<file path="src/verilog/uart_defines.svh">
`ifndef UART_DEFINES_SVH
`define UART_DEFINES_SVH

// ----------------------------------------
// Register map in word offsets from address bits 3:2.
// ----------------------------------------
`define UART_REG_CLK_DIV 2'b00
`define UART_REG_STATUS  2'b01
`define UART_REG_DATA    2'b10

// ----------------------------------------
// Line format.
// ----------------------------------------
`define UART_DIV_W      16
`define UART_DATA_W     8
`define UART_FRAME_BITS 10  // Start, eight data bits, stop.

`endif

</file>
<file path="src/verilog/uart_pkg.sv">
`include "uart_defines.svh"

package uart_pkg;

    // One cycle request from the peripheral bus.
    typedef struct packed {
        logic        sel;
        logic        read;
        logic [3:0]  write_mask;
        logic [31:0] address;
        logic [31:0] write_value;
    } uart_bus_req_t;

    // Received character with its one cycle strobe.
    typedef struct packed {
        logic                    valid;
        logic [`UART_DATA_W-1:0] data;
    } uart_rx_byte_t;

    // The write word seen either as divisor bytes or as a transmit character.
    typedef union packed {
        struct packed {
            logic [15:0]                 spare;
            logic [`UART_DIV_W/2-1:0]    div_hi;
            logic [`UART_DIV_W/2-1:0]    div_lo;
        } div;
        struct packed {
            logic [31-`UART_DATA_W:0]    spare;
            logic [`UART_DATA_W-1:0]     data;
        } tx;
    } uart_wdata_u;

endpackage

</file>
<file path="src/verilog/uart_tx.sv">
`timescale 1ns/1ps

`include "uart_defines.svh"

module uart_tx
    import uart_pkg::*;
(
    input  logic                    clk,
    input  logic                    reset,
    input  logic [`UART_DIV_W-1:0]  clk_div,
    input  logic                    tx_start,
    input  logic [`UART_DATA_W-1:0] tx_data,
    output logic                    tx_busy,
    output logic                    tx
);

    localparam int CNT_W = $clog2(`UART_FRAME_BITS + 1);

    logic [`UART_DIV_W-1:0]      bit_clks;  // Cycles left in the current bit.
    logic [CNT_W-1:0]            bits_left;
    logic [`UART_FRAME_BITS-1:0] frame;
    logic                        bit_done;

    assign bit_done = tx_busy && (bit_clks == '0);
    assign tx_busy  = (bits_left != '0);

    // The line always shows the low end of the frame.
    assign tx = frame[0];

    // ----------------------------------------
    // Bit timer and frame shifter.
    // ----------------------------------------
    always_ff @(posedge clk) begin
        if (reset) begin
            bits_left <= '0;
            frame     <= '1;  // Line idles high.
        end else if (tx_start) begin
            bits_left <= CNT_W'(`UART_FRAME_BITS);
            frame     <= {1'b1, tx_data, 1'b0};
        end else if (bit_done) begin
            bits_left <= bits_left - 1'b1;
            frame     <= {1'b1, frame[`UART_FRAME_BITS-1:1]};
        end
    end

    // Each bit holds for clk_div+1 cycles.
    always_ff @(posedge clk) begin
        if (tx_start || bit_done) begin
            bit_clks <= clk_div;
        end else if (tx_busy) begin
            bit_clks <= bit_clks - 1'b1;
        end
    end

endmodule

</file>
<file path="src/verilog/uart_rx.sv">
`timescale 1ns/1ps

`include "uart_defines.svh"

module uart_rx
    import uart_pkg::*;
(
    input  logic                   clk,
    input  logic                   reset,
    input  logic [`UART_DIV_W-1:0] clk_div,
    input  logic                   rx,
    output uart_rx_byte_t          rx_byte
);

    localparam logic [1:0] RX_IDLE  = 2'd0;
    localparam logic [1:0] RX_START = 2'd1;
    localparam logic [1:0] RX_DATA  = 2'd2;
    localparam logic [1:0] RX_STOP  = 2'd3;

    logic [1:0]              state;
    logic [`UART_DIV_W-1:0]  bit_clks;
    logic [2:0]              bit_idx;
    logic [`UART_DATA_W-1:0] shift;
    logic [`UART_DATA_W-1:0] byte_data;
    logic                    byte_valid;
    logic                    sample;

    // A sample is taken when the bit timer runs out.
    assign sample = (state != RX_IDLE) && (bit_clks == '0);

    assign rx_byte.valid = byte_valid;
    assign rx_byte.data  = byte_data;

    // ----------------------------------------
    // Frame FSM.
    // ----------------------------------------
    always_ff @(posedge clk) begin
        if (reset) begin
            state      <= RX_IDLE;
            bit_idx    <= '0;
            byte_valid <= 1'b0;
        end else begin
            byte_valid <= 1'b0;
            case (state)
                RX_IDLE: begin
                    if (!rx) begin
                        state <= RX_START;
                    end
                end
                RX_START: begin
                    if (sample) begin
                        // A start bit that went high again was a glitch.
                        state   <= rx ? RX_IDLE : RX_DATA;
                        bit_idx <= '0;
                    end
                end
                RX_DATA: begin
                    if (sample) begin
                        bit_idx <= bit_idx + 1'b1;
                        if (bit_idx == 3'd7) begin
                            state <= RX_STOP;
                        end
                    end
                end
                default: begin
                    if (sample) begin
                        state      <= RX_IDLE;
                        byte_valid <= rx;  // Framing error drops the byte.
                    end
                end
            endcase
        end
    end

    // Half a bit from the falling edge, then whole bits.
    always_ff @(posedge clk) begin
        if (state == RX_IDLE) begin
            bit_clks <= clk_div >> 1;
        end else if (sample) begin
            bit_clks <= clk_div;
        end else begin
            bit_clks <= bit_clks - 1'b1;
        end
    end

    // ----------------------------------------
    // Data path with the least significant bit first.
    // ----------------------------------------
    always_ff @(posedge clk) begin
        if (sample && state == RX_DATA) begin
            shift <= {rx, shift[`UART_DATA_W-1:1]};
        end
        if (sample && state == RX_STOP) begin
            byte_data <= shift;
        end
    end

endmodule

</file>
<file path="src/verilog/uart_regs.sv">
`timescale 1ns/1ps

`include "uart_defines.svh"

module uart_regs
    import uart_pkg::*;
(
    input  logic                    clk,
    input  logic                    reset,
    input  uart_bus_req_t           bus,
    input  logic                    tx_busy,
    input  uart_rx_byte_t           rx_byte,
    output logic [31:0]             read_value,
    output logic [`UART_DIV_W-1:0]  clk_div,
    output logic                    tx_start,
    output logic [`UART_DATA_W-1:0] tx_data
);

    uart_wdata_u             wdata;
    logic [1:0]              offset;
    logic                    div_sel;
    logic                    data_sel;
    logic                    tx_ready;
    logic                    tx_fire;
    logic                    rx_clear;
    logic                    rx_ready;
    logic [`UART_DATA_W-1:0] rx_data;

    assign wdata  = bus.write_value;
    assign offset = bus.address[3:2];

    assign div_sel  = bus.sel && (offset == `UART_REG_CLK_DIV);
    assign data_sel = bus.sel && (offset == `UART_REG_DATA);

    // A start still in flight counts as busy.
    assign tx_ready = !(tx_busy || tx_start);
    assign tx_fire  = data_sel && bus.write_mask[0] && tx_ready;
    assign rx_clear = data_sel && bus.read;

    // ----------------------------------------
    // Read mux.
    // ----------------------------------------
    always_comb begin
        read_value = '0;
        if (bus.sel) begin
            case (offset)
                `UART_REG_CLK_DIV: begin
                    read_value = {{(32-`UART_DIV_W){1'b0}}, clk_div};
                end
                `UART_REG_STATUS: begin
                    read_value = {30'b0, rx_ready, tx_ready};
                end
                `UART_REG_DATA: begin
                    // Upper bits read as ones while nothing waits.
                    read_value = {{(32-`UART_DATA_W){~rx_ready}},
                                  rx_ready ? rx_data : {`UART_DATA_W{1'b0}}};
                end
                default: begin
                    read_value = '0;
                end
            endcase
        end
    end

    // ----------------------------------------
    // Divisor written per byte lane.
    // ----------------------------------------
    always_ff @(posedge clk) begin
        if (div_sel && bus.write_mask[1]) begin
            clk_div[`UART_DIV_W-1:`UART_DIV_W/2] <= wdata.div.div_hi;
        end
        if (div_sel && bus.write_mask[0]) begin
            clk_div[`UART_DIV_W/2-1:0] <= wdata.div.div_lo;
        end
    end

    // Control flags.
    always_ff @(posedge clk) begin
        if (reset) begin
            tx_start <= 1'b0;
            rx_ready <= 1'b0;
        end else begin
            tx_start <= tx_fire;
            if (rx_byte.valid) begin
                rx_ready <= 1'b1;  // A new byte beats a clearing read.
            end else if (rx_clear) begin
                rx_ready <= 1'b0;
            end
        end
    end

    // Character buffers.
    always_ff @(posedge clk) begin
        if (tx_fire) begin
            tx_data <= wdata.tx.data;
        end
        if (rx_byte.valid) begin
            rx_data <= rx_byte.data;  // Overwrites an unread byte.
        end
    end

endmodule

</file>
<file path="src/verilog/uart.sv">
`timescale 1ns/1ps

`include "uart_defines.svh"

module uart
    import uart_pkg::*;
(
    input  logic          clk,
    input  logic          reset,
    input  logic          rx,
    output logic          tx,
    input  uart_bus_req_t bus,
    output logic [31:0]   read_value
);

    logic [`UART_DIV_W-1:0]  clk_div;
    logic                    tx_start;
    logic [`UART_DATA_W-1:0] tx_data;
    logic                    tx_busy;
    uart_rx_byte_t           rx_byte;

    // ----------------------------------------
    // Register block.
    // ----------------------------------------
    uart_regs u_regs (
        .clk        (clk),
        .reset      (reset),
        .bus        (bus),
        .tx_busy    (tx_busy),
        .rx_byte    (rx_byte),
        .read_value (read_value),
        .clk_div    (clk_div),
        .tx_start   (tx_start),
        .tx_data    (tx_data)
    );

    // ----------------------------------------
    // Serial engines.
    // ----------------------------------------
    uart_tx u_tx (
        .clk      (clk),
        .reset    (reset),
        .clk_div  (clk_div),
        .tx_start (tx_start),
        .tx_data  (tx_data),
        .tx_busy  (tx_busy),
        .tx       (tx)
    );

    uart_rx u_rx (
        .clk     (clk),
        .reset   (reset),
        .clk_div (clk_div),
        .rx      (rx),
        .rx_byte (rx_byte)
    );

endmodule

</file>
<file path="config.mk">
export PLATFORM = sky130hd
export DESIGN_NAME = uart
export DESIGN_NICKNAME = d
export VERILOG_FILES = /design/src/verilog/uart_pkg.sv /design/src/verilog/uart_tx.sv /design/src/verilog/uart_rx.sv /design/src/verilog/uart_regs.sv /design/src/verilog/uart.sv
export VERILOG_INCLUDE_DIRS = /design/src /design/src/verilog
export SDC_FILE = /design/constraint.sdc
export NUM_CORES = 1
export LEC_CHECK = 0
export BUFFER_PORTS_ARGS = -buffer_cell sky130_fd_sc_hd__clkbuf_2
export CORE_ASPECT_RATIO = 0.6
export CORE_MARGIN = 2
export CORE_UTILIZATION = 55
export DETAILED_ROUTE_END_ITERATION = 16
export PLACE_DENSITY_LB_ADDON = 0.15
export SYNTH_ARGS = -nofsm -noshare
export SYNTH_HDL_FRONTEND = slang
export SYNTH_HIERARCHICAL = 1
export SYNTH_SLANG_ARGS = --single-unit
</file>
<file path="constraint.sdc">
create_clock -name clk -period 3 [get_ports clk]
set_input_delay 0.15 -clock clk [delete_from_list [all_inputs] [get_ports clk]]
set_output_delay 0.15 -clock clk [all_outputs]
set_load 0.01 [all_outputs]
</file>
# == Word-level counts from Yosys, hierarchy flattened ==
# Index checks and enable logic that the tools add are counted.
# classes
add_sub_neg,4
n_eq_ne,10
muxes,23
bitwise,2
reduce_logical,29
# op_table
op,count
$pmux W32 S3,1
$mux W16,3
$logic_not A16 Y1,2
$mux W32,1
$sub A16 B1 Y16 const B,2
$mux W9,2
$mux W15,1
$mux W2,6
$reduce_bool A2 Y1,6
$logic_and A1 B1 Y1,11
$mux W4,2
$mux W8,1
$eq A2 B2 Y1 const B,3
$mux W3,2
$ne A2 B1 Y1 const B,3
$pmux W2 S3,1
$pmux W3 S2,1
$reduce_and A5 Y1,1
$reduce_or A5 Y1,1
$eq A2 B1 Y1 const B,2
$logic_not A2 Y1,2
$reduce_bool A4 Y1,1
$sub A4 B1 Y4 const B,1
$add A3 B1 Y3 const B,1
other kinds (8),11
# word_totals
regBits,101
inputBits,73
output_inout_bits,33
word_cells,85

# == Depth between registers and ports, before layout ==
# Gate-level depths: netlist (run 1).
# logic_depth
word_depth,5
ltp_mapped,8
depth_no_buf,7

# == Cells and area by module ==
# The synthesis (run 1) kept the hierarchy.
# modules_own_cells
module,n_inst,cells_per_inst,area_each_um2,seq_area_each_um2
uart_rx,1,186,1890.6,920.9
uart_tx,1,161,1720.4,740.7
uart_regs,1,89,1380.1,1001.0

# == Least setup slack after synthesis (run 1) ==
# OpenSTA, ideal clock, no wires.
# synth_timing
path_type,reg-to-reg
start,register u_rx.bit_clks[0]
end,register u_rx.shift[0] (enable)
t_arrival_ns,2.234
t_required_ns,2.605
setup_slack_ns,0.371
stages_incl_launch_ff,7
path_cell_list,dfxtp_1 -> inv_1 -> ha_1 -> nor3b_1 -> nand3_1 -> clkbuf_1 -> nor4_1
# synth_via
elab_chain_len,3
# synth_lines
item,line,rtl
"start, declared",uart_rx.sv:21,logic [`UART_DIV_W-1:0] bit_clks;
"start signal, assigned",uart_rx.sv:78,bit_clks <= clk_div >> 1;
"start signal, assigned",uart_rx.sv:80,bit_clks <= clk_div;
"start signal, assigned",uart_rx.sv:82,bit_clks <= bit_clks - 1'b1;
$logic_not A16 Y1,uart_rx.sv:29,assign sample = (state != RX_IDLE) && (bit_clks == '0);
$logic_and A1 B1 Y1,uart_rx.sv:29,
$logic_and A1 B1 Y1,uart_rx.sv:90,if (sample && state == RX_DATA) begin
"end signal, assigned",uart_rx.sv:91,"shift <= {rx, shift[`UART_DATA_W-1:1]};"
"end, declared",uart_rx.sv:23,logic [`UART_DATA_W-1:0] shift;
# No other way between the ends.
# A chain may end at the register's enable or synchronous reset.

# == Final worst setup path (run 1) ==
# layout_timing
start,register u_tx.bits_left[0]
end,register u_tx.bit_clks[3] (data pin)
# layout_via
elab_chain_len,4
# layout_lines
item,line,rtl
"start, declared",uart_tx.sv:20,logic [CNT_W-1:0] bits_left;
"start signal, assigned",uart_tx.sv:38,bits_left <= CNT_W'(`UART_FRAME_BITS);
"start signal, assigned",uart_tx.sv:41,bits_left <= bits_left - 1'b1;
$reduce_bool A4 Y1,uart_tx.sv:25,assign tx_busy = (bits_left != '0);
$logic_and A1 B1 Y1,uart_tx.sv:24,assign bit_done = tx_busy && (bit_clks == '0);
$logic_or A1 B1 Y1,uart_tx.sv:48,if (tx_start || bit_done) begin
$mux W16,uart_tx.sv:48,
"end signal, assigned",uart_tx.sv:49,bit_clks <= clk_div;
"end signal, assigned",uart_tx.sv:51,bit_clks <= bit_clks - 1'b1;
"end, declared",uart_tx.sv:19,logic [`UART_DIV_W-1:0] bit_clks;
# No other way between the ends.

==> flow_summary.toml, run 1 <==
[sta]
slew_headroom_pct = 25.2
skew_ps = 8.37
final.min_clock_period_ps = 2710
fmaxAchievable_mhz = 369
finalSetupViolations = 0
worst_pin_slew_ps = 1120
setup_tns_ps = 0
finalHoldWorstSlack_ps = 13.6
fin_crit_sh_pct = 90.4
hold_viol_final = 0
slew_violations = 0
rsz0062_at_grt = "false"

[clocking]
insertion_delay_ps = 350
htreeDepth = 3
cts_buffers = 9
cts_tree = "done"
clock_path_buffers = 2
path_clk_slew_ps = 70
cts.sinks = 101
cts.repair.resized = 0
cts-root-buf = "clkbuf_16"

[drt]
drc = 0
routed_wl_um = 11000
drtAntennaViolNets = 0
drt_iter0_markers = 333
avgRoutedWirePerCell_um = 18.1
first_pass_iters = 5
via_count = 3626
vias_per_cell = 5.97

[layout]
drive_above_1_share_pct = 23.6
n_antenna_cell = 0
nNetsFinal = 571
final_cell_mix = "edfxtp_1, clkbuf_2, dfxtp_1"
final_cell_area_um2 = 5710
finish.utilization_pct = 66.0
area_growth_pct = 14.4
mostFrequentLayoutCell = "edfxtp_1"

[grt]
grt_max_degree = 32
grt_pass1_wl_um = 17900
grt_use_total_pct = 23.2
grt_pass1_vias = 3357
grt_antenna_before_repair = 0
grt-ovfl-total = 0

[synthesis]
synth.area.top_cells = "edfxtp_1, dfxtp_1, xor2_1"
async_reset_ff_share_pct = 0
synth_top_cell_by_area = "edfxtp_1"
syn_area_per_cell_um2 = 11.4
synth_nets = 517
synthCells = 436
syn_area_um2 = 4990
synth_edf_count = 64
ys.warnings.count = 6
yosysSeqAreaShare_pct = 53.3
synth_top_cell_area_share_pct = 38.5
ys_ff_latch = 101
synth_cell_types = 59
synth_ff_type = "edfxtp_1"

[worst_setup_path]
end_kind = "flop"
crit_buf_inv = 1
path_class = "reg -> reg"
crit_arrival_ps = 2810
max_stage_delay_ps = 900
required_ps = 3100
critPathSlowestCell = "a21oi_2"
critPathTopFamily = "compound AO/OA/AOI/OAI gates"
worst_setup_path_start_kind = "flop"
critPathMaxFanout = 16
crit_chain = "inv_1 -> ha_1 -> nor3b_1 -> nor3b_2 -> a21oi_2 -> mux2_2"

[power]
clkPwrFrac_pct = 39.1
pwr-share-comb_pct = 7.6
sw_frac_of_total_pct = 24.9
leakage_nw = 2.17
power_mw = 2.94
p_int_mw = 2.21
p_switching_mw = 0.733
powerDensity_nw_per_um2 = 515
ir_drop_v = 0.000319
power_frac_seq_pct = 53.3

[floorplan]
start_util_pct = 57.7
io_pins = 106
dieHeight_um = 77.8
num_rows = 26
fp.coreArea_um2 = 8650
die_w_um = 127
die-area_um2 = 9880

[run]
drv_cap = 0

[place]
gp_congestion = 0.855
placed_cell_area_um2 = 5260
portBuffers = 57
hpwlAfterDp_um = 7550

[min_path]
hp-class = "in -> reg"

[status]
outcome = "finished, final reports clean"
-- flip-flops by register name (all words and copies together) (netlist names), 8 cells and up --
name            count
u_regs/tx_data      8
u_regs/clk_div     16
u_rx/shift          8
u_regs/rx_data      8
u_rx/bit_clks      16
u_rx/byte_data      8
u_tx/frame          9
u_tx/bit_clks      16
-- synth_stat cells, types with 3 or more instances --
master,instances
edfxtp_1,64
dfxtp_1,37
nor2_1,30
nor3_1,27
a211oi_1,17
buf_4,17
nor4_1,17
xor2_1,16
clkbuf_1,14
nand2_1,14
inv_1,13
nand3_1,10
a21o_1,9
mux2_4,9
nand4_1,9
ha_1,8
xnor2_1,8
a21boi_0,7
a21oi_1,7
a22o_1,6
and2_1,6
buf_2,6
mux2_2,6
o21ai_0,6
a31oi_1,5
nand3b_1,5
nor2b_1,5
or3_1,5
a311oi_1,4
a31o_2,4
or4_1,4
and3_1,3
nor3b_1,3
o31ai_1,3
o41ai_1,3
-- metal layers --
metal	GRT usage, %	up-vias	wire length [um]
met5	0	-	0
met4	6.59	0	131
met3	5.03	14	471
met2	34.5	81	4940
met1	34.4	1778	5450
li1	-	1753	-
-- final cells by class --
| class | instances | area, um2 |
|---|---|---|
| fillers | 663 | 2940 |
| clock buffers | 9 | 225 |
| multi-input cells | 283 | 2050 |
| flip-flops and latches | 101 | 2660 |
| clock inverters | 7 | 76.3 |
| repair buffers | 82 | 510 |
| inverters | 13 | 48.8 |
| well taps | 112 | 140 |
-- final timing paths --
path | from | end | slack (ps) | depth (start not counted)
worst max register to register | u_tx/bits_left[0]$_SDFFE_PP0P_ | u_tx/bit_clks[3]$_DFFE_PP_ | 290 | 6
worst min-delay path | bus[5] | u_regs/clk_div[5]$_DFFE_PP_ | 10 | 1
worst min register to register | u_rx/byte_data[4]$_DFFE_PP_ | u_regs/rx_data[4]$_DFFE_PP_ | 430 | 0
worst max-delay path | u_tx/bits_left[0]$_SDFFE_PP0P_ | u_tx/bit_clks[3]$_DFFE_PP_ | 290 | 6
-- cells by family (layout without fill, tap and decap cells) --
| group | count (synthesis) | after routing | share of synthesized area [%] |
|---|---|---|---|
| buffers and inverters | 52 | 111 | 5.64 |
| adders and majority gates | 8 | 8 | 2.01 |
| muxes | 16 | 16 | 4.26 |
| and+or+nand+nor | 155 | 155 | 18.5 |
| AOI/OAI and AO/OA | 80 | 80 | 12.0 |
| DFF | 101 | 101 | 53.3 |
| xor gates and xnor gates | 24 | 24 | 4.21 |
-- stage by stage --
stage	setup slack, ps	std cells
finish	289	607
global route	129	607
CTS	272	607
detailed placement	273	576
global placement	290	576
floorplan	371	436
-- power by group through the flow --
stage	Clock (mW)	Sequential (mW)	Combinational, mW
final	1.15	1.57	0.224
after global routing	1.23	1.57	0.244
after CTS	1.18	1.57	0.222
after detailed placement	0	1.60	0.205
after global placement	0	1.60	0.198
after floorplan	0	1.58	0.152
-- timing repair --
action	in CTS	in global routing
hold buffers	15	0
buffers inserted	0	0
endpoints found under the hold margin	22	0
Power figures use the tool's default switching activity.
==> inputs of run 2 (changes only) <==
--- a/config.mk
+++ b/config.mk
@@ -6,6 +6,7 @@
 export SDC_FILE = /design/constraint.sdc
 export NUM_CORES = 1
 export LEC_CHECK = 0
+export ABC_AREA = 1
 export BUFFER_PORTS_ARGS = -buffer_cell sky130_fd_sc_hd__clkbuf_2
 export CORE_ASPECT_RATIO = 0.6
 export CORE_MARGIN = 2
==> run 2 against run 1 <==
- synthesized cell count grew 28%
- non-clock buffer count is 10 lower
- first-iteration DRC count decreased by 36%
- hold slack is essentially flat
- critical path depth shrank 4
- clock-buffer cell count is the same
- largest cell class unchanged
- largest power group unchanged
==> flow_summary.toml, run 2 <==
[place]
placed_cell_area_um2 = 5310
hpwlAfterDp_um = 7790
portBuffers = 57
place_ws_ps = 897
gp_congestion = 0.894
dp.cells = 704

[sta]
slew_headroom_pct = 44.3
final.min_clock_period_ps = 2110
fin_crit_sh_pct = 70.4
setup_tns_ps = 0
hold_viol_final = 0
fmaxAchievable_mhz = 474
rsz0062_at_grt = "false"
finalSetupViolations = 0
finalHoldWorstSlack_ps = 14.0
setup_ws_ps = 889
worst_pin_slew_ps = 833
skew_ps = 10.0
slew_violations = 0

[layout]
n_antenna_cell = 0
mostFrequentLayoutCell = "nand2_1"
nNetsFinal = 694
drive_above_1_share_pct = 20.1
finalNonFillerCells = 734
final_cell_area_um2 = 5730
finish.utilization_pct = 63.1
final_cell_mix = "nand2_1, edfxtp_1, nor2_1"
top_regs = "u_regs/clk_div: 16 flops, u_rx/bit_clks: 16 flops, u_tx/bit_clks: 16 flops"
area_growth_pct = 12.3

[power]
powerDensity_nw_per_um2 = 649
ir_drop_v = 0.000416
leakage_nw = 2.38
power_mw = 3.72

[worst_setup_path]
crit_arrival_ps = 2080
critPathTopFamily = "simple AND/OR/NAND/NOR gates"
rr_endpoint = "u_tx/bit_clks[14]$_DFFE_PP_"
rr_startpoint = "u_regs/tx_start$_SDFF_PP0_"
max_stage_delay_ps = 740
ff2ff_setup_slack_ps = 890
r2r_cells = 2
cp.depth = 2
path_class = "reg -> reg"
worst_setup_path_start_kind = "flop"
crit_buf_inv = 1
end_kind = "flop"
crit_chain = "clkinv_1 -> nand3_1"
critPathSlowestCell = "nand3_1"
critPathMaxFanout = 16
crit_end = "u_tx/bit_clks[14]$_DFFE_PP_"
required_ps = 2970
crit_start = "u_regs/tx_start$_SDFF_PP0_"

[floorplan]
io_pins = 106
start_util_pct = 56.2
die_w_um = 128
dieHeight_um = 78.6
fp.coreArea_um2 = 9090
die-area_um2 = 10100
num_rows = 27

[clocking]
cts-root-buf = "clkbuf_16"
cts_buffers = 9
clock_path_buffers = 2
cts.sinks = 101
cts.repair.resized = 0
path_clk_slew_ps = 70
cts_tree = "done"
htreeDepth = 3
insertion_delay_ps = 340

[drt]
avgRoutedWirePerCell_um = 14.6
routed_wl_um = 10700
via_count = 3811
vias_per_cell = 5.19
first_pass_iters = 6
drt_iter0_markers = 212
drc = 0
drtAntennaViolNets = 0

[synthesis]
syn_area_um2 = 5110
async_reset_ff_share_pct = 0
synth_edf_count = 64
synthCells = 559
ys.warnings.count = 6
synth_nets = 640
ys_ff_latch = 101
syn_area_per_cell_um2 = 9.13
yosysMostFrequentCell = "nand2_1"
synth_cell_types = 40
synth_ff_type = "edfxtp_1"
synth_top_cell_by_area = "edfxtp_1"
synthTopCellsByCount = "nand2_1, edfxtp_1, nor2_1"
synth.area.top_cells = "edfxtp_1, dfxtp_1, nand2_1"
synth_top_cell_area_share_pct = 37.6
yosysSeqAreaShare_pct = 52.1

[grt]
grt_pass1_vias = 3617
grt_max_degree = 46
grt_use_total_pct = 23.2
grt_pass1_wl_um = 18000
grt-ovfl-total = 0
grt_antenna_before_repair = 0

[run]
drv_cap = 0

[min_path]
hp-class = "in -> reg"

[status]
outcome = "finished, final reports clean"
run 2: cell count changes after synthesis, moves of 11 or more:
cell	change
nor4_1	-16
nand2_1	+140
a211oi_1	-17
clkbuf_1	-13
nor3_1	-25
o21ai_0	+20
nand3_2	+11
nor2_1	+31
inv_1	+27
nand3_1	+16
run 2: worst min path at each step:
stage               slack, ps                            to  depth (start not counted)  startpoint
floorplan                 220  u_regs/rx_ready$_SDFFE_PP0P_                          1       reset
global placement          330   u_regs/clk_div[9]$_DFFE_PP_                          1      bus[9]
detailed placement        330  u_regs/clk_div[15]$_DFFE_PP_                          1     bus[15]
CTS                       0.4   u_regs/tx_data[5]$_DFFE_PP_                          1      bus[5]
global route                8   u_regs/tx_data[2]$_DFFE_PP_                          1      bus[2]
finish                     10   u_regs/clk_div[6]$_DFFE_PP_                          1      bus[6]
run 2: metal layers:
layer	GRT usage (%)	share of wire [%]	up-vias
met5	0	0	-
met4	5.82	0.83	0
met3	5.32	5.9	8
met2	34.6	43	103
met1	34.3	51	1778
li1	-	-	1922
run 2: where the power goes:
part	switching, mW	total [mW]	internal, mW
clock	0.518	1.09	0.573
combinational	0.556	0.881	0.325
sequential	0.133	1.75	1.62
total	1.21	3.72	2.51
run 2: final cells by class:
class | instances | area (um2)
multi-input cells | 383 | 2040
flip-flops and latches | 101 | 2660
repair buffers | 72 | 433
clock buffers | 9 | 225
fillers | 760 | 3350
well taps | 116 | 145
clock inverters | 7 | 55.1
inverters | 46 | 175
run 2: kinds of logic after synthesis:
| logic type | synth area share [%] |
|---|---|
| adder cells (fa/ha/maj) | 1.96 |
| XOR/XNOR | 4.46 |
| AO/OA/AOI/OAI | 6.74 |
| flip-flops | 52.1 |
| AND/OR/NAND/NOR | 26.8 |
| buffers and inverters | 7.94 |
run 2: worst register-to-register path, cell delays in order (launching register included):
cell and delay [ps]:
dfxtp_1 600, clkinv_1 390, nand3_1 740
run 2: timing repair:
| item | in CTS | in global routing |
|---|---|---|
| buffers inserted | 0 | 0 |
| hold buffers | 13 | 1 |
| hold endpoints to repair | 18 | 2 |
| endpoints found under the setup margin | 0 | 0 |
